[src/verilog/equalizer_defs.svh]
`ifndef EQUALIZER_DEFS_SVH
`define EQUALIZER_DEFS_SVH

// symbol geometry
`define EQ_NUM_SC   64
`define EQ_ADDR_W   6
`define EQ_IQ_W     16
`define EQ_NUM_DATA 48
`define EQ_POL_LEN  127

// index 0 is DC, 1..26 are the positive and 38..63 the negative subcarriers
// pilots sit at 7, 21, 43 and 57
`define EQ_PILOT_MASK 64'h0200_0800_0020_0080
`define EQ_DATA_MASK  64'hfdff_f7c0_07df_ff7e

// a one negates the second LTS value at that index
`define EQ_LTS_REF \
    64'b0000101001100000010100110000000000000000010101100111110101001100

// pilot polarity, consumed from bit 0 one bit per data symbol
`define EQ_POLARITY { \
    63'b11111110_00111011_00010100_10111110_10101000_01011011_11001110_0101011, \
    64'b0_01100000_11011010_11101000_11001000_10000001_00100110_10011110_1110000}

`endif

[src/verilog/equalizer_pkg.sv]
`include "equalizer_defs.svh"

package equalizer_pkg;

    // one complex sample or estimate
    typedef struct packed {
        logic signed [`EQ_IQ_W-1:0] i;
        logic signed [`EQ_IQ_W-1:0] q;
    } iq_t;

    // write port of the estimate memory
    typedef struct packed {
        logic                  en;
        logic [`EQ_ADDR_W-1:0] addr;
        iq_t                   data;
    } ram_wr_t;

    // sample times conjugate estimate, plus |estimate|^2 for the divider
    typedef struct packed {
        logic signed [31:0] prod_i;
        logic signed [31:0] prod_q;
        logic [31:0]        mag_sq;
    } eq_out_t;

    // phase estimator request
    typedef struct packed {
        logic signed [31:0] sum_i;
        logic signed [31:0] sum_q;
    } pilot_sum_t;

    typedef enum logic [1:0] {
        EST_FIRST,
        EST_SECOND,
        EST_DONE
    } est_state_t;

endpackage

[src/verilog/channel_ram.sv]
`timescale 1ns/10ps
`include "equalizer_defs.svh"

module channel_ram (
    input  logic                     clock,
    input  equalizer_pkg::ram_wr_t   wr_i,
    input  logic [`EQ_ADDR_W-1:0]    rd_a_addr_i,
    input  logic [`EQ_ADDR_W-1:0]    rd_b_addr_i,
    output equalizer_pkg::iq_t       rd_a_data_o,
    output equalizer_pkg::iq_t       rd_b_data_o
);

    // one entry per subcarrier
    equalizer_pkg::iq_t mem [`EQ_NUM_SC];

    always_ff @(posedge clock) begin
        if (wr_i.en) begin
            mem[wr_i.addr] <= wr_i.data;
        end
    end

    // port a serves the estimator
    // a read colliding with a write returns the old entry
    always_ff @(posedge clock) begin
        rd_a_data_o <= mem[rd_a_addr_i];
    end

    // port b serves the symbol equalizer
    always_ff @(posedge clock) begin
        rd_b_data_o <= mem[rd_b_addr_i];
    end

    // the estimator must never hand over an unsettled address
    wr_addr_known: assert property (
        @(posedge clock) wr_i.en |-> !$isunknown(wr_i.addr));

endmodule

[config.mk]
export PLATFORM = sky130hd
export DESIGN_NAME = channel_ram
export DESIGN_NICKNAME = d
export VERILOG_FILES = /design/src/verilog/equalizer_pkg.sv /design/src/verilog/channel_ram.sv
export VERILOG_INCLUDE_DIRS = /design/src /design/src/verilog
export SDC_FILE = /design/constraint.sdc
export NUM_CORES = 2
export LEC_CHECK = 0
export ABC_AREA = 0
export ABC_CLOCK_PERIOD_IN_PS = 3030
export BUFFER_PORTS_ARGS = -buffer_cell sky130_fd_sc_hd__buf_4
export CAP_MARGIN = 20
export CORE_UTILIZATION = 59
export CTS_BUF_LIST = sky130_fd_sc_hd__clkbuf_2
export DETAILED_ROUTE_END_ITERATION = 7
export PLACE_DENSITY = 0.78
export RECOVER_POWER = 50
export SLEW_MARGIN = 40
export SYNTH_ARGS = -nofsm -noshare
export SYNTH_HDL_FRONTEND = slang
export SYNTH_SLANG_ARGS = --single-unit
[constraint.sdc]
create_clock -name clock -period 3.03 [get_ports clock]
set_input_delay 0.1515 -clock clock [delete_from_list [all_inputs] [get_ports clock]]
set_output_delay 0.1515 -clock clock [all_outputs]
set_load 0.1 [all_outputs]
==> qor.csv <==
stage;metric;value;unit
run_status;status;finished with violations;
run_status;violations;capacitance limit, slew limit, setup timing;
routing;drt_first_iter_violations;9144;
grt;grt_pass1_vias;58550;
finish;final_util;67.8;%
sta;finalHoldViolations;0;
worst_setup_path;crit_path_max_incr_delay;2.05;ns
worst_setup_path;crit_chain;dlygate4sd3_1 > dlygate4sd3_1 > dlygate4sd3_1 > clkbuf_1 > clkdlybuf4s25_1;
routing;drtPass1Iterations;6;
worst_setup_path;path_delay_family;buffers and inverters;
worst_setup_path;start_kind;input pin;
sta;fmax;0.322;GHz
synth;synth-seq-cells;2112;
worst_setup_path;r2r_start;mem[27][6]$_DFFE_PP_;
synth;synth_top_area_share;64.3;%
min_path;holdPathStages;5;
worst_setup_path;cp.arrival;4.30;ns
placement;dp.final_hpwl;171000;um
finish;final_common_cell;edfxtp_1;
worst_setup_path;crit_top_cell;dlygate4sd3_1;
synth;syn_nets;4464;
clock_tree;h-tree-depth;6;
synth;yosysSeqAreaShare;65.6;%
finish;final_cell_mix;edfxtp_1 (2,048), mux4_2 (1,124), clkbuf_2 (791);
synth;yosys_warnings;0;
floorplan;start_util;59.5;%
grt;antenna_found_initial;19;
routing;finalWirelength;296000;um
sta;clock_skew;0.142;ns
sta;tightest_slew;2.95;ns
synth;netlist_area;0.0957;sq mm
finish;area_delta_synth_final;14.0;%
sta;finalMaxSlewViolations;2096;
clock_tree;clkTransAtPathRegs;0.10;ns
worst_setup_path;critPathCaptureType;register;
min_path;hold_class;in2reg;
routing;ant_nets;0;
job;max-cap-violations;34;
sta;fin_crit;3.11;ns
clock_tree;clkLatencyLatePin;1.86;ns
clock_tree;cts.sinks;2112;
min_path;hold_end;rd_a_data_o[15]$_DFF_P_;
worst_setup_path;worst_path_max_delay_cell;clkdlybuf4s25_1;
clock_tree;cts_buffers;545;
synth;synth.largest_area_cell;edfxtp_1;
floorplan;die_w;405;um
sta;fin_setup_tns;-2.75;ns
worst_setup_path;crit_type;in2reg;
synth;syn_avg_cell_area;21.7;sq um
sta;finalCritPeriodShare;103;%
floorplan;pin_count;116;
placement;post_dp_cell_area;0.102;sq mm
sta;setup_viol;74;
finish;stdcell_area;0.109;sq mm
grt;grt_use_total;36.8;%
placement;numPortBuffers;115;
finish;layout-drive-gt1-share;44.7;%
worst_setup_path;reg2reg_setup_slack;0.06;ns
worst_setup_path;crit_fanout;64;
grt;globalRouteOverflowTotal;0;
grt;grt_max_degree;79;
worst_setup_path;timing.rr.end;rd_a_data_o[6]$_DFF_P_;
finish;layout.nets;5385;
clock_tree;clock_path_buffers;4;
grt;grt_pass1_wl;417000;um
worst_setup_path;critical_path_buf_inv_count;5;
clock_tree;cts_tree;done;
routing;drt-wirelength-per-cell;37.6;um
pwr;vdd_ir_drop_max;0.314;mV
floorplan;std_cell_rows;147;
pwr;p_leak;0.0359;uW
worst_setup_path;ff2ff_path_depth;6;
clock_tree;ctsRootBufferMaster;clkbuf_2;
routing;drcViolationCount;0;
placement;gp_congestion;0.877;
synth;syn_inst;4412;
pwr;p_total;58700;uW
floorplan;die_height;405;um
sta;max_slew_margin;-96.7;%
pwr;pwr_density_cell;539;mW/mm^2
min_path;min-delay-start;rd_a_addr_i[0];
synth;synth_area_leaders;edfxtp_1 (64%), mux4_2 (26%), mux2i_1 (2.1%), dfxtp_1 (1.3%), a22oi_1 (0.67%);
routing;viasPerCell;7.26;
synth;ys_types;38;
floorplan;core_area;0.161;sq mm
floorplan;die_area;0.164;sq mm
routing;vias;57137;
sta;fin_ws;-0.0785;ns
worst_setup_path;required;4.22;ns
placement;place_ws;0.0848;ns
-- routing by layer --
| layer | global-route usage, % | share of wire [%] | up-vias |
|---|---|---|---|
| li1 | - | - | 21702 |
| met1 | 48.5 | 32 | 29182 |
| met2 | 53.8 | 45 | 5259 |
| met3 | 14.8 | 17 | 970 |
| met4 | 18.0 | 5.2 | 24 |
| met5 | 0 | 0.074 | - |
-- stage by stage --
stage | hold WS [ns] | cells
3_3_place_gp | 0.646 | 6726
6_report | 0.0583 | 7873
3_5_place_dp | 0.648 | 6726
2_1_floorplan | 0.250 | 4412
4_1_cts | 0.00781 | 7861
5_1_grt | 0.0252 | 7870
-- repair_timing --
| action | CTS | global route |
|---|---|---|
| endpoints found under the hold margin | 4160 | 105 |
| setup buffers | 0 | 1 |
| hold buffers | 219 | 4 |
| cloned | 0 | 0 |
| setup endpoints to repair | 4 | 5 |
| pin swaps | 0 | 0 |
| gates resized for setup | 4 | 2 |
-- Yosys cell counts (all sizes together) --
cell type,instances
edfxtp,2048
o221ai,16
o32a,9
a211oi,15
or3b,2
a22oi,85
o211a,1
o41ai,1
a32oi,9
o211ai,27
mux4,1124
nand4,2
nand2b,8
or3,2
inv,1
nor2,94
a21oi,58
nor2b,19
dfxtp,64
mux2,36
a221oi,13
nor3,3
nand3,9
nand2,93
buf,212
clkbuf,135
a21boi,1
o21ai,49
or2,3
nand4b,1
nand3b,6
o22ai,56
and2,6
mux2i,204
-- how the worst max path moves through the flow --
stage,from,endpoint,slack [ns],cells past startpoint
after floorplan,wr_i[33],mem[59][0]$_DFFE_PP_,0.38,4
after global placement,rd_a_addr_i[0],rd_a_data_o[26]$_DFF_P_,0.11,8
after detailed placement,rd_a_addr_i[0],rd_a_data_o[26]$_DFF_P_,0.08,8
after CTS,rd_a_data_o[2]$_DFF_P_,rd_a_data_o[2],0.003,1
after global routing,rd_a_data_o[12]$_DFF_P_,rd_a_data_o[12],-0.007,1
final,wr_i[5],mem[30][5]$_DFFE_PP_,-0.08,5
-- worst min-delay path: stages --
cell and delay [ns]:
dlygate4sd3_1 0.57, buf_8 0.24, mux2i_1 0.25, a211oi_2 0.19, o32a_1 0.39
-- state kept, by name, summed over array words and instances, names as in the netlist --
signal and count:
rd_b_data_o 32, mem 2048, rd_a_data_o 32
-- cell families (layout without fill, tap and decap cells) --
logic type | Yosys count | after routing | synth area share [%]
AOI/OAI and AO/OA | 340 | 340 | 2.39
other | 0 | 11 | 0
buffers and inverters | 348 | 1638 | 1.83
DFF | 2112 | 2112 | 65.6
muxes | 1364 | 1364 | 29.0
and+or+nand+nor | 248 | 248 | 1.13
-- final cells by class --
type,count,area (sq um)
Clock inverter,129,786
Multi-Input combinational cell,1952,31700
Antenna cell,11,27.5
Fill cell,10186,51700
Inverter,1,3.75
Sequential cell,2112,62800
Clock buffer,787,3940
Timing Repair Buffer,721,7120
Tap cell,2160,2700
-- power breakdown --
group,switching (uW),internal (uW)
registers,231,32400
logic,4130,2650
clock network,11500,7810
total,15900,42800
Note: power is estimated with default switching activity, not from simulation.
