### config.mk
export PLATFORM = sky130hd
export DESIGN_NAME = lts_estimator
export DESIGN_NICKNAME = d
export VERILOG_FILES = /design/src/verilog/equalizer_pkg.sv /design/src/verilog/lts_estimator.sv
export VERILOG_INCLUDE_DIRS = /design/src /design/src/verilog
export SDC_FILE = /design/constraint.sdc
export NUM_CORES = 1
export LEC_CHECK = 0
export BUFFER_PORTS_ARGS = -buffer_cell sky130_fd_sc_hd__buf_2
export CORE_ASPECT_RATIO = 0.75
export CORE_MARGIN = 2
export CORE_UTILIZATION = 40
export CTS_BUF_LIST = sky130_fd_sc_hd__clkbuf_4
export CTS_CLUSTER_DIAMETER = 120
export CTS_CLUSTER_SIZE = 24
export DETAILED_ROUTE_END_ITERATION = 8
export RECOVER_POWER = 50
export SYNTH_ARGS = -nofsm -noshare
export SYNTH_HDL_FRONTEND = slang
export SYNTH_SLANG_ARGS = --single-unit
### constraint.sdc
create_clock -name clock -period 5.9 [get_ports clock]
set_input_delay 0.295 -clock clock [delete_from_list [all_inputs] [get_ports clock]]
set_output_delay 0.295 -clock clock [all_outputs]
set_load 0.02 [all_outputs]
### src/verilog/equalizer_defs.svh
`ifndef EQUALIZER_DEFS_SVH
`define EQUALIZER_DEFS_SVH

// symbol geometry
`define EQ_NUM_SC   64
`define EQ_ADDR_W   6
`define EQ_IQ_W     16
`define EQ_NUM_DATA 48
`define EQ_POL_LEN  127

// index 0 is DC, 1..26 are the positive and 38..63 the negative subcarriers
// pilots sit at 7, 21, 43 and 57
`define EQ_PILOT_MASK 64'h0200_0800_0020_0080
`define EQ_DATA_MASK  64'hfdff_f7c0_07df_ff7e

// a one negates the second LTS value at that index
`define EQ_LTS_REF \
    64'b0000101001100000010100110000000000000000010101100111110101001100

// pilot polarity, consumed from bit 0 one bit per data symbol
`define EQ_POLARITY { \
    63'b11111110_00111011_00010100_10111110_10101000_01011011_11001110_0101011, \
    64'b0_01100000_11011010_11101000_11001000_10000001_00100110_10011110_1110000}

`endif

### src/verilog/equalizer_pkg.sv
`include "equalizer_defs.svh"

package equalizer_pkg;

    // one complex sample or estimate
    typedef struct packed {
        logic signed [`EQ_IQ_W-1:0] i;
        logic signed [`EQ_IQ_W-1:0] q;
    } iq_t;

    // write port of the estimate memory
    typedef struct packed {
        logic                  en;
        logic [`EQ_ADDR_W-1:0] addr;
        iq_t                   data;
    } ram_wr_t;

    // sample times conjugate estimate, plus |estimate|^2 for the divider
    typedef struct packed {
        logic signed [31:0] prod_i;
        logic signed [31:0] prod_q;
        logic [31:0]        mag_sq;
    } eq_out_t;

    // phase estimator request
    typedef struct packed {
        logic signed [31:0] sum_i;
        logic signed [31:0] sum_q;
    } pilot_sum_t;

    typedef enum logic [1:0] {
        EST_FIRST,
        EST_SECOND,
        EST_DONE
    } est_state_t;

endpackage

### src/verilog/lts_estimator.sv
`timescale 1ns/10ps
`include "equalizer_defs.svh"

module lts_estimator (
    input  logic                     clock,
    input  logic                     reset,
    input  logic                     enable_i,
    input  equalizer_pkg::iq_t       sample_i,
    input  logic                     sample_stb_i,
    input  equalizer_pkg::iq_t       rd_data_i,
    output equalizer_pkg::ram_wr_t   wr_o,
    output logic [`EQ_ADDR_W-1:0]    rd_addr_o,
    output logic                     done_o
);

    equalizer_pkg::est_state_t state;
    logic [`EQ_ADDR_W-1:0] in_addr;
    logic [`EQ_NUM_SC-1:0] lts_ref;
    logic lts_full;
    logic take;
    logic wr_last;
    // second LTS sample waiting for the stored first one
    logic s1_valid;
    logic s1_sign;
    logic [`EQ_ADDR_W-1:0] s1_addr;
    equalizer_pkg::iq_t s1_sample;
    logic signed [`EQ_IQ_W:0] sec_i;
    logic signed [`EQ_IQ_W:0] sec_q;
    logic signed [`EQ_IQ_W:0] sum_i;
    logic signed [`EQ_IQ_W:0] sum_q;

    // nothing more is taken once all 128 training samples are in
    assign take = enable_i && sample_stb_i && !lts_full;
    // keep the pending address on the RAM so its read data survives a stall
    assign rd_addr_o = (!enable_i && s1_valid) ? s1_addr : in_addr;
    assign done_o = (state == equalizer_pkg::EST_DONE);

    always_comb begin
        sec_i = 17'(s1_sample.i);
        sec_q = 17'(s1_sample.q);
        if (s1_sign) begin
            sec_i = -sec_i;
            sec_q = -sec_q;
        end
        sum_i = 17'(rd_data_i.i) + sec_i;
        sum_q = 17'(rd_data_i.q) + sec_q;
    end

    always_ff @(posedge clock) begin
        if (reset) begin
            state <= equalizer_pkg::EST_FIRST;
            in_addr <= '0;
            lts_ref <= `EQ_LTS_REF;
            lts_full <= 1'b0;
            s1_valid <= 1'b0;
            wr_last <= 1'b0;
            wr_o.en <= 1'b0;
        end else if (enable_i) begin
            s1_valid <= 1'b0;
            wr_last <= 1'b0;
            wr_o.en <= 1'b0;
            if (take) begin
                in_addr <= in_addr + 1'b1;
                if (state == equalizer_pkg::EST_FIRST) begin
                    // first LTS goes in untouched
                    wr_o.en <= 1'b1;
                    wr_o.addr <= in_addr;
                    wr_o.data <= sample_i;
                    if (in_addr == '1) begin
                        state <= equalizer_pkg::EST_SECOND;
                    end
                end else begin
                    s1_valid <= 1'b1;
                    s1_addr <= in_addr;
                    s1_sample <= sample_i;
                    s1_sign <= lts_ref[0];
                    lts_ref <= {lts_ref[0], lts_ref[`EQ_NUM_SC-1:1]};
                    lts_full <= (in_addr == '1);
                end
            end
            // mean of both symbols, halved by dropping the lsb
            if (s1_valid) begin
                wr_o.en <= 1'b1;
                wr_o.addr <= s1_addr;
                wr_o.data.i <= sum_i[`EQ_IQ_W:1];
                wr_o.data.q <= sum_q[`EQ_IQ_W:1];
                wr_last <= (s1_addr == '1);
            end
            if (wr_last) begin
                state <= equalizer_pkg::EST_DONE;
            end
        end
    end

    // the pipeline must have drained before the estimate is declared ready
    no_write_when_done: assert property (
        @(posedge clock) disable iff (reset)
        (state == equalizer_pkg::EST_DONE) |-> !wr_o.en);

endmodule

==> Flow_metrics.wiki, run 1 <==
{| class="wikitable"
! Metric !! Value
|-
| Run status || finished, violations left
|-
| Violated checks || capacitance limit, slew limit
|-
| Total vias in the final route || 6217
|-
| Worst-case setup margin in the final layout || 2080 ps
|-
| Area share of the largest cell type after synthesis || 0.301
|-
| Final core utilization || 0.483
|-
| Number of enable flip-flop cells after synthesis || 77
|-
| Transition time at the pin with the least slew margin || 2480 ps
|-
| Total number of clock tree sinks || 153
|-
| Total of endpoints with negative setup slack in the final report || 0
|-
| Main combinational cell family by area after synthesis || simple AND/OR/NAND/NOR gates
|-
| Met3 routed wirelength || 1020 um
|-
| Startpoint types || input pin
|-
| TritonCTS clock tree || yes
|-
| Yosys warnings || 0
|-
| First drt pass iteration count || 5
|-
| Category of the worst setup path capture point || flop
|-
| Int Power || 0.00146 W
|-
| Number of max-slew violations in the final report || 164
|-
| Layout fillers || 1863
|-
| Met2 wire length || 7380 um
|-
| Sequential fraction of the synthesis area || 0.500
|-
| CP most frequent cell || clkbuf_1
|-
| Max Freq || 0.262 GHz
|-
| Net count of the mapped netlist || 907
|-
| Detailed Route Iter0 Violations || 417
|-
| Minimum setup slack after placement || 2130 ps
|-
| Leading area contributor after synthesis || edfxtp_1
|-
| Average instance area after synthesis || 9.54 um^2
|-
| Uppermost layer routed || met4
|-
| Flops & latches, synth || 153
|-
| Clock buffer count from CTS || 17
|-
| Clock Path Buffers || 2
|-
| Antenna diode count || 0
|-
| Detailed-route wire length || 18100 um
|-
| Maximum number of pins on one net before global-route repair || 65
|-
| Post-Syn Instances || 804
|-
| Largest clock skew in the final design || 37.0 ps
|-
| Compound-cell area share of the yosys netlist || 0.161
|-
| Sequential Power Share || 0.580
|-
| Cells resized by post-CTS repair || 0
|-
| Power share of the clock group || 0.333
|-
| Adder-cell share of the synthesized area || 0.0591
|-
| Type of the most critical hold path || input pin to flop
|-
| Switching share of total power || 0.247
|-
| Final Hold Vio Count || 0
|-
| Maxcap violations || 4
|-
| Proportion of layout cells with a drive suffix above 1 || 0.107
|-
| P_sw || 0.000478 W
|-
| Effective utilization at floorplan || 0.412
|-
| Power density over cell area || 215 nW/um^2
|-
| I/O pins || 114
|-
| Number of nets with antenna violations after detailed routing || 0
|-
| Multiplexer share of the synthesized area || 0.0140
|-
| RSZ-0062 raised after global routing || false
|-
| Total DRC errors in the routed layout || 0
|-
| Height of the die || 124 um
|-
| M1 WL || 9570 um
|-
| Slowest stage cell on the critical path || nor2_1
|-
| Total routing usage reported by global routing || 0.185
|-
| Die X-Extent || 164 um
|-
| Number of antenna violations at the first check in global routing || 0
|-
| Count of input and output buffers || 113
|-
| Hpwl dp || 12300 um
|-
| Xor and xnor area share after synthesis || 0.0605
|-
| Leakage || 3.26 nW
|-
| # H-tree levels || 4
|-
| Cell breakdown of the critical path || dlygate4sd3_1, clkbuf_1, nand3b_1, nor2_1, clkbuf_1, nand2_1, a21oi_1
|-
| Post-synthesis cell type count || 58
|-
| Global-route wire length before repair || 29200 um
|-
| Crit Path Category || input pin to flop
|-
| Relative max-transition margin || -0.653
|-
| Die Outline Area || 20300 um^2
|-
| Drt wl/cell || 15.1 um
|-
| Multi-input logic area || 3660 um^2
|-
| Simple-gate area share of the yosys netlist || 0.179
|-
| Area taken by flip-flops and latches || 3830 um^2
|-
| Comb power frac || 0.087
|-
| Shortest clock period the worst path allows after layout || 3820 ps
|-
| Critical Path Fanout Max || 40
|-
| Setup repair bufs after CTS || 0
|-
| Critical Path AT || 4300 ps
|-
| Layout Nets || 1041
|-
| Core area || 18600 um^2
|-
| CTS clk-pin slew, worst paths || 130 ps
|-
| Grt total ovfl || 0
|-
| Root buf cell || clkbuf_4
|-
| Post-Synthesis Cell Area || 7670 um^2
|-
| Detailed-route vias per instance || 5.19
|-
| Peak ir drop on the vdd network || 95.0 uV
|-
| Leading post-synthesis cells by cell area || edfxtp_1 (30%), dfxtp_1 (20%), nand2_1 (9.6%)
|-
| Gp weighted congestion || 0.832
|-
| Clock network latency to the later pin of the worst-skew pair || 560 ps
|-
| Async set-or-reset flop fraction in the synthesized netlist || 0
|-
| Setup TNS || 0 ps
|-
| Synth Flop Type || edfxtp_1
|-
| Largest incremental delay on the critical path || 1320 ps
|-
| Layout overhead on the synthesized area || 17.2%
|-
| Standard-cell rows || 43
|-
| Post-route fraction of the period consumed by the critical path || 0.648
|-
| Number of global-route vias before repair || 5593
|-
| CP required || 6380 ps
|}
what timing repair did:
action,CTS,global route
hold endpoints to repair,46,0
hold buffers,33,0
endpoints found under the setup margin,0,0
routing by layer:
layer	vias to the layer above	GRT usage
met5	-	0
met4	0	0.0345
met3	16	0.0503
met1	2885	0.277
li1	3146	-
met2	170	0.266
per-stage QoR:
| step | cells | power [W] | cell area, um^2 | hold WS, ps |
|---|---|---|---|---|
| floorplan | 804 | 0.00124 | 7670 | 391 |
| CTS | 1198 | 0.00196 | 9110 | 166 |
| detailed placement | 1133 | 0.00130 | 8500 | 445 |
| global placement | 1133 | 0.00130 | 8500 | 439 |
| finish | 1198 | 0.00194 | 8990 | 229 |
| global route | 1198 | 0.00203 | 8990 | 184 |
worst max-delay path: cells and delay by family:
family	cells	cell delay, ps
buf+inv	3	2020
simple gates	3	1780
compound gates	1	180
final timing paths:
path	to	start	cells past startpoint	slack [ps]
hold reg to reg	lts_ref[34]	lts_ref[35]	2	450
setup reg to reg	wr_o[27]	s1_sample[16]	13	2100
hold / removal	in_addr[1]	sample_stb_i	4	230
setup / recovery	lts_ref[35]	enable_i	7	2080
synthesized netlist by cell type (all sizes together) (2+ instances only):
| cell type | instances |
|---|---|
| nand2 | 197 |
| edfxtp | 77 |
| dfxtp | 76 |
| a21oi | 74 |
| o21ai | 41 |
| xnor2 | 39 |
| nand3 | 36 |
| clkbuf | 35 |
| ha | 33 |
| nor2 | 26 |
| a22o | 16 |
| inv | 15 |
| xor2 | 14 |
| o31ai | 11 |
| a21o | 10 |
| nand4 | 8 |
| nand2b | 7 |
| nor3 | 7 |
| mux2 | 6 |
| a32o | 5 |
| nor4 | 5 |
| o21bai | 5 |
| o41ai | 5 |
| or3 | 5 |
| buf | 4 |
| mux2i | 4 |
| nor2b | 4 |
| o211ai | 4 |
| a211oi | 3 |
| and2 | 3 |
| and3 | 3 |
| a2111oi | 2 |
| a211o | 2 |
| a31oi | 2 |
| fa | 2 |
| nand3b | 2 |
| o2bb2ai | 2 |
| o31a | 2 |
cell usage in the layout (no fill, tap or decap), types with 5 or more instances in the layout:
master	instances
nor3_1	7
dlygate4sd3_1	33
a22o_1	16
xor2_1	14
nand3_1	36
nand2_1	197
xnor2_1	39
dfxtp_1	76
o21ai_0	39
nand4_1	7
mux2_2	6
clkbuf_1	70
o31ai_1	10
a32o_1	5
a21oi_1	73
o21bai_1	5
a21o_1	10
nand2b_1	7
edfxtp_1	77
nor2_1	25
or3_1	5
inv_1	15
clkbuf_4	20
o41ai_1	5
buf_2	47
ha_1	33
registers in the layout, indices dropped and copies added, names as in the netlist:
signal and count:
wr_o 39, lts_full 1, lts_ref 64, wr_last 1, s1_valid 1, state 2
s1_sign 1, s1_addr 6, in_addr 6, s1_sample 32
power by group through the flow:
stage / clock (W) / sequential (W) / combinational, W
floorplan: 0 / 0.00115 / 0.0000893
global placement: 0 / 0.00115 / 0.000155
detailed placement: 0 / 0.00115 / 0.000155
CTS: 0.000669 / 0.00112 / 0.000173
global route: 0.000716 / 0.00112 / 0.000187
finish: 0.000643 / 0.00112 / 0.000169
kinds of logic after synthesis:
group | count (synthesis)
AO/OA/AOI/OAI | 190
XOR/XNOR | 53
adder cells (fa/ha/maj) | 35
buffers and inverters | 54
flip-flops | 153
multiplexers | 10
AND/OR/NAND/NOR | 309
cell type report:
type	instances	area share
Clock inverter	12	0.0138
Timing Repair Buffer	154	0.0955
Tap cell	247	0.0344
Clock buffer	20	0.0167
Multi-Input combinational cell	597	0.407
Inverter	15	0.00626
Sequential cell	153	0.426
(Power assumes the default switching activity.)
==> inputs of run 2 (changes only) <==
==> constraint.sdc (replaced) <==
create_clock -name clock -period 4 [get_ports clock]
set_input_delay 0.2 -clock clock [delete_from_list [all_inputs] [get_ports clock]]
set_output_delay 0.2 -clock clock [all_outputs]
set_load 0.02 [all_outputs]
==> run 2 against run 1 <==
The run still ends with capacitance limit, slew limit left; register-to-register slack worse by 1900 ps; wire length up 1.0%; die area unchanged; via count down 0.37%; cell count up 0.67%.
==> Flow_metrics.wiki, run 2 (synthesized netlist as in run 1, its figures left out) <==
{| class="wikitable"
! Metric !! Value
|-
| Number of antenna violations at the first check in global routing || 2
|-
| Post-route fraction of the period consumed by the critical path || 0.939
|-
| Number of global-route vias before repair || 5480
|-
| Run status || finished, violations left
|-
| Layout overhead on the synthesized area || 17.7%
|-
| R2r startpoint || s1_sample[16]
|-
| Met3 Resource Use GR || 0.0423
|-
| Total vias in the final route || 6194
|-
| Detailed-route vias per instance || 5.14
|-
| CTS clk-pin slew, worst paths || 140 ps
|-
| Number of max-slew violations in the final report || 40
|-
| Most flops, register || lts_ref
|-
| Switching share of total power || 0.266
|-
| CP required || 4330 ps
|-
| Final Hold Vio Count || 0
|-
| Crit path from || s1_sample[16]
|-
| Overall Power || 0.00284 W
|-
| RSZ-0062 raised after global routing || false
|-
| Comb power frac || 0.089
|-
| Root buf cell || clkbuf_4
|-
| Clock buffer count from CTS || 17
|-
| Layout fillers || 1822
|-
| Type of the most critical hold path || input pin to flop
|-
| Leakage || 3.29 nW
|-
| Global-route wire length before repair || 28800 um
|-
| Highest-utilization routing layer at the global route stage || met1
|-
| Critical Path Fanout Max || 5
|-
| Cells resized by post-CTS repair || 0
|-
| Max Freq || 0.266 GHz
|-
| Hold buffer count at CTS || 33
|-
| Peak ir drop on the vdd network || 140 uV
|-
| Worst Hold Launch || reset
|-
| Grt total ovfl || 0
|-
| Reg-to-Reg End || wr_o[29]
|-
| Global routing met1 resource utilization || 0.283
|-
| Core area || 18600 um^2
|-
| Worst R2R Setup Slack || 250 ps
|-
| Drt wl/cell || 15.2 um
|-
| Number of nets with antenna violations after detailed routing || 0
|-
| Setup repair bufs after CTS || 0
|-
| Total number of clock tree sinks || 153
|-
| First drt pass iteration count || 5
|-
| Clock Path Buffers || 2
|-
| Height of the die || 124 um
|-
| Total routing usage reported by global routing || 0.184
|-
| Hpwl dp || 12700 um
|-
| Proportion of layout cells with a drive suffix above 1 || 0.116
|-
| Setup TNS || 0 ps
|-
| Largest register FFs || 64
|-
| Total of endpoints with negative setup slack in the final report || 0
|-
| Leading registers by flop count || lts_ref: 64 flops, wr_o: 39 flops, s1_sample: 32 flops
|-
| Gp weighted congestion || 0.858
|-
| Die X-Extent || 164 um
|-
| Critical Path AT || 4080 ps
|-
| Maximum number of pins on one net before global-route repair || 66
|-
| Layout Nets || 1047
|-
| Most common cell after layout, fill and taps aside || nand2_1
|-
| Detailed Route Iter0 Violations || 464
|-
| Standard-cell rows || 43
|-
| Int Power || 0.00208 W
|-
| Effective utilization at floorplan || 0.412
|-
| Detailed-route wire length || 18300 um
|-
| Relative max-transition margin || -0.685
|-
| Count of input and output buffers || 113
|-
| P_sw || 0.000756 W
|-
| Startpoint types || flop
|-
| Category of the worst setup path capture point || flop
|-
| Largest clock skew in the final design || 34.4 ps
|-
| Die Outline Area || 20300 um^2
|-
| Clock network latency to the later pin of the worst-skew pair || 580 ps
|-
| Power density over cell area || 315 nW/um^2
|-
| Transition time at the pin with the least slew margin || 2520 ps
|-
| Worst Reg-to-Reg Cells || 13
|-
| Crit Path Category || flop to flop
|-
| Sequential Power Share || 0.583
|-
| Worst hold endpoint || lts_ref[55]
|-
| Violated checks || capacitance limit, slew limit
|-
| I/O pins || 114
|-
| Power share of the clock group || 0.328
|-
| Shortest clock period the worst path allows after layout || 3750 ps
|-
| Met2 GRT Util || 0.260
|-
| # H-tree levels || 4
|-
| Commonest cells after routing, fill and taps aside || nand2_1 (197), edfxtp_1 (77), dfxtp_1 (76), a21oi_1 (73), clkbuf_1 (67)
|-
| Instance count along the most critical hold path || 2
|-
| Maxcap violations || 1
|-
| TritonCTS clock tree || yes
|-
| Total DRC errors in the routed layout || 0
|}
==> run 2: cell count changes in the layout (fill, tap and decap cells not counted), sizes merged <==
| cell | delta |
|---|---|
| buf | +7 |
| clkbuf | -4 |
| inv | +4 |
| diode | +2 |
| bufinv | -1 |
| clkinv | -1 |
| clkinvlp | +1 |
==> run 2: layout make-up <==
class	count	area (um^2)	area share
clock inverters	15	140	0.0155
inverters	15	56.3	0.00624
diodes	2	5.00	0.000555
clock buffers	17	128	0.0141
repair buffers	160	907	0.101
well taps	247	309	0.0342
multi-input cells	597	3650	0.404
flip-flops and latches	153	3830	0.425
==> run 2: per-layer routing <==
layer	up-vias	share of wire
met5	-	0
met4	0	0.0064
met3	9	0.068
met2	189	0.41
met1	2849	0.52
li1	3147	-
==> run 2: critical path, cell delays in order (launching register included) <==
cell,delay [ps]
edfxtp_1,470
inv_1,90
ha_1,170
or4b_4,480
or4_1,460
nand2_1,110
xnor2_1,80
ha_1,230
a21oi_1,220
nand2_1,80
o31ai_1,410
o21ai_0,290
mux2i_1,170
a211o_1,270
==> run 2: power groups by stage <==
| stage | Clock [W] | Combinational, W | Sequential [W] |
|---|---|---|---|
| after floorplan | 0 | 0.000132 | 0.00170 |
| after global placement | 0 | 0.000231 | 0.00169 |
| after detailed placement | 0 | 0.000231 | 0.00169 |
| after CTS | 0.000966 | 0.000258 | 0.00166 |
| after global routing | 0.00104 | 0.000276 | 0.00166 |
| final | 0.000932 | 0.000251 | 0.00166 |
==> run 2: metrics by stage <==
step	hold slack (ps)	cells	setup slack (ps)	cell area [um^2]	util
floorplan	296	804	637	7670	-
global placement	393	1139	350	8560	0.460
detailed placement	395	1139	289	8560	0.460
CTS	43.0	1204	251	9150	0.492
global route	31.8	1206	57.9	9020	0.485
finish	76.2	1206	245	9020	0.485
==> run 2: how the worst max path moves through the flow <==
stage,depth (start not counted),to,slack [ps]
6_report,13,wr_o[29],250
2_1_floorplan,13,wr_o[29],640
5_1_grt,13,wr_o[29],60
3_5_place_dp,13,wr_o[29],290
4_1_cts,13,wr_o[29],250
3_3_place_gp,13,wr_o[29],350
==> inputs of run 3 (changes only) <==
--- a/config.mk
+++ b/config.mk
@@ -14,7 +14,7 @@
 export CTS_CLUSTER_DIAMETER = 120
 export CTS_CLUSTER_SIZE = 24
 export DETAILED_ROUTE_END_ITERATION = 8
-export RECOVER_POWER = 50
+export RECOVER_POWER = 100
 export SYNTH_ARGS = -nofsm -noshare
 export SYNTH_HDL_FRONTEND = slang
 export SYNTH_SLANG_ARGS = --single-unit
==> run 3 against run 2 <==
Die area did not move; largest cell class unchanged; highest routed layer unchanged; critical endpoint unchanged; critical path type unchanged; maximum frequency grew 0.67%; non-clock buffer count unchanged; the run still ends with capacitance limit, slew limit left; final area down 0.60%; utilization shrank 0.29 points; total power barely moved.
==> Flow_metrics.wiki, run 3 (synthesized netlist as in run 1, its figures left out) <==
{| class="wikitable"
! Metric !! Value
|-
| Run status || finished, violations left
|-
| Violated checks || capacitance limit, slew limit
|-
| # H-tree levels || 4
|-
| Standard-cell rows || 43
|-
| Global routing met1 resource utilization || 0.283
|-
| Total of endpoints with negative setup slack in the final report || 0
|-
| Category of the worst setup path capture point || flop
|-
| Number of antenna violations at the first check in global routing || 2
|-
| Cell breakdown of the critical path || inv_1, ha_1, or4b_4, or4_1, nand2_1, xnor2_1, ha_1, a21oi_1, nand2_1, o31ai_1, o21ai_0, mux2i_1, a211o_1
|-
| Area taken by flip-flops and latches || 3830 um^2
|-
| Startpoint types || flop
|-
| Final core utilization || 0.482
|-
| Total number of clock tree sinks || 153
|-
| Max Freq || 0.268 GHz
|-
| Clock buffer count from CTS || 17
|-
| Detailed Route Iter0 Violations || 449
|-
| CTS clk-pin slew, worst paths || 140 ps
|-
| Root buf cell || clkbuf_4
|-
| Effective utilization at floorplan || 0.412
|-
| Post-route fraction of the period consumed by the critical path || 0.932
|-
| Layout Nets || 1047
|-
| Setup TNS || 0 ps
|-
| Leakage || 3.26 nW
|-
| Drt wl/cell || 15.3 um
|-
| Number of nets with antenna violations after detailed routing || 0
|-
| Shortest clock period the worst path allows after layout || 3730 ps
|-
| First drt pass iteration count || 5
|-
| Instance count along the most critical hold path || 2
|-
| Die Outline Area || 20300 um^2
|-
| Post-route standard cell area excluding fillers || 8970 um^2
|-
| Cell Area, Placed || 8560 um^2
|-
| Most common cell after layout, fill and taps aside || nand2_1
|-
| Cells resized by post-CTS repair || 0
|-
| Most flops, register || lts_ref
|-
| Layout overhead on the synthesized area || 17.0%
|-
| Critical Path AT || 4060 ps
|-
| I/O pins || 114
|-
| Transition time at the pin with the least slew margin || 2490 ps
|-
| Detailed-route wire length || 18400 um
|-
| Count of input and output buffers || 113
|-
| Number of global-route vias before repair || 5480
|-
| Power density over cell area || 316 nW/um^2
|-
| Number of max-slew violations in the final report || 40
|-
| CP required || 4330 ps
|-
| Critical Path Fanout Max || 5
|-
| Reg-to-Reg End || wr_o[29]
|-
| Gp weighted congestion || 0.858
|-
| Total DRC errors in the routed layout || 0
|-
| Peak ir drop on the vdd network || 140 uV
|-
| Height of the die || 124 um
|-
| Worst hold endpoint || lts_ref[55]
|-
| Clock network latency to the later pin of the worst-skew pair || 580 ps
|-
| Commonest cells after routing, fill and taps aside || nand2_1 (197), edfxtp_1 (77), dfxtp_1 (76), a21oi_1 (73), clkbuf_1 (72)
|-
| Multi-input logic area || 3610 um^2
|-
| Largest incremental delay on the critical path || 470 ps
|-
| Clock Path Buffers || 2
|-
| Met2 GRT Util || 0.260
|-
| Maximum number of pins on one net before global-route repair || 66
|-
| TritonCTS clock tree || yes
|-
| Global-route wire length before repair || 28800 um
|-
| RSZ-0062 raised after global routing || false
|-
| Proportion of layout cells with a drive suffix above 1 || 0.103
|-
| Worst Reg-to-Reg Cells || 13
|-
| Maxcap violations || 1
|-
| Leading registers by flop count || lts_ref: 64 flops, wr_o: 39 flops, s1_sample: 32 flops
|-
| Grt total ovfl || 0
|-
| Total routing usage reported by global routing || 0.184
|-
| Hpwl dp || 12700 um
|-
| Relative max-transition margin || -0.669
|-
| Layout fillers || 1831
|-
| Worst R2R Setup Slack || 270 ps
|-
| Slowest stage cell on the critical path || edfxtp_1
|-
| Final Hold Vio Count || 0
|-
| Crit Path Category || flop to flop
|-
| Largest clock skew in the final design || 34.5 ps
|-
| Highest-utilization routing layer at the global route stage || met1
|-
| Detailed-route vias per instance || 5.10
|-
| Type of the most critical hold path || input pin to flop
|-
| Die X-Extent || 164 um
|-
| Total vias in the final route || 6155
|-
| Largest register FFs || 64
|-
| Met3 Resource Use GR || 0.0423
|-
| R2r startpoint || s1_sample[16]
|-
| Worst Hold Launch || reset
|-
| Core area || 18600 um^2
|}
## run 3: cell types whose count changed in the layout (fill, tap and decap cells not counted), moves of 2 or more
cell	delta
clkbuf_1	+5
buf_2	-4
buf_4	-3
clkbuf_2	+2
mux2_1	+2
mux2_2	-2
## run 3: where the power goes
part           internal, W  switching [W]
registers          0.00165     0.00000503
clock network     0.000324       0.000610
logic             0.000107       0.000142
total              0.00208       0.000757
## run 3: area by class of cell
class / count / share of cell area
flip-flops and latches: 153 / 0.427
multi-input cells: 597 / 0.402
repair buffers: 160 / 0.0996
well taps: 247 / 0.0344
clock inverters: 15 / 0.0156
clock buffers: 17 / 0.0142
inverters: 15 / 0.00628
diodes: 2 / 0.000558
## run 3: critical path: cells and delay by family (launching register included)
family,cells,cell delay [ps]
flops,1,470
xor+xnor,1,80
compound gates,4,1190
buf+inv,1,90
fa+ha+maj,2,400
simple gates,4,1090
mux,1,170
## run 3: through the flow
step                      power (W)  cells  worst slack, ps  hold slack [ps]
after CTS                   0.00288   1204              251             43.0
final                       0.00284   1206              270             73.5
after floorplan             0.00183    804              637              296
after detailed placement    0.00192   1139              289              395
after global placement      0.00192   1139              350              393
after global routing        0.00297   1206             66.3             31.8
## run 3: how the worst max path moves through the flow
stage	to	start	slack (ps)
2_1_floorplan	wr_o[29]	s1_sample[16]	640
3_3_place_gp	wr_o[29]	s1_sample[16]	350
3_5_place_dp	wr_o[29]	s1_sample[16]	290
4_1_cts	wr_o[29]	s1_sample[16]	250
5_1_grt	wr_o[12]	s1_sign	70
6_report	wr_o[29]	s1_sample[16]	270
## run 3: per-layer routing
layer  up-vias  wire, um
met5         -         0
met4         0       128
met3        12      1090
met2       166      7490
met1      2828      9690
li1       3149         -
## run 3: what timing repair did
| item | 4_1_cts | 5_1_grt |
|---|---|---|
| hold buffers | 33 | 0 |
| buffers inserted | 0 | 0 |
| endpoints found under the hold margin | 64 | 0 |
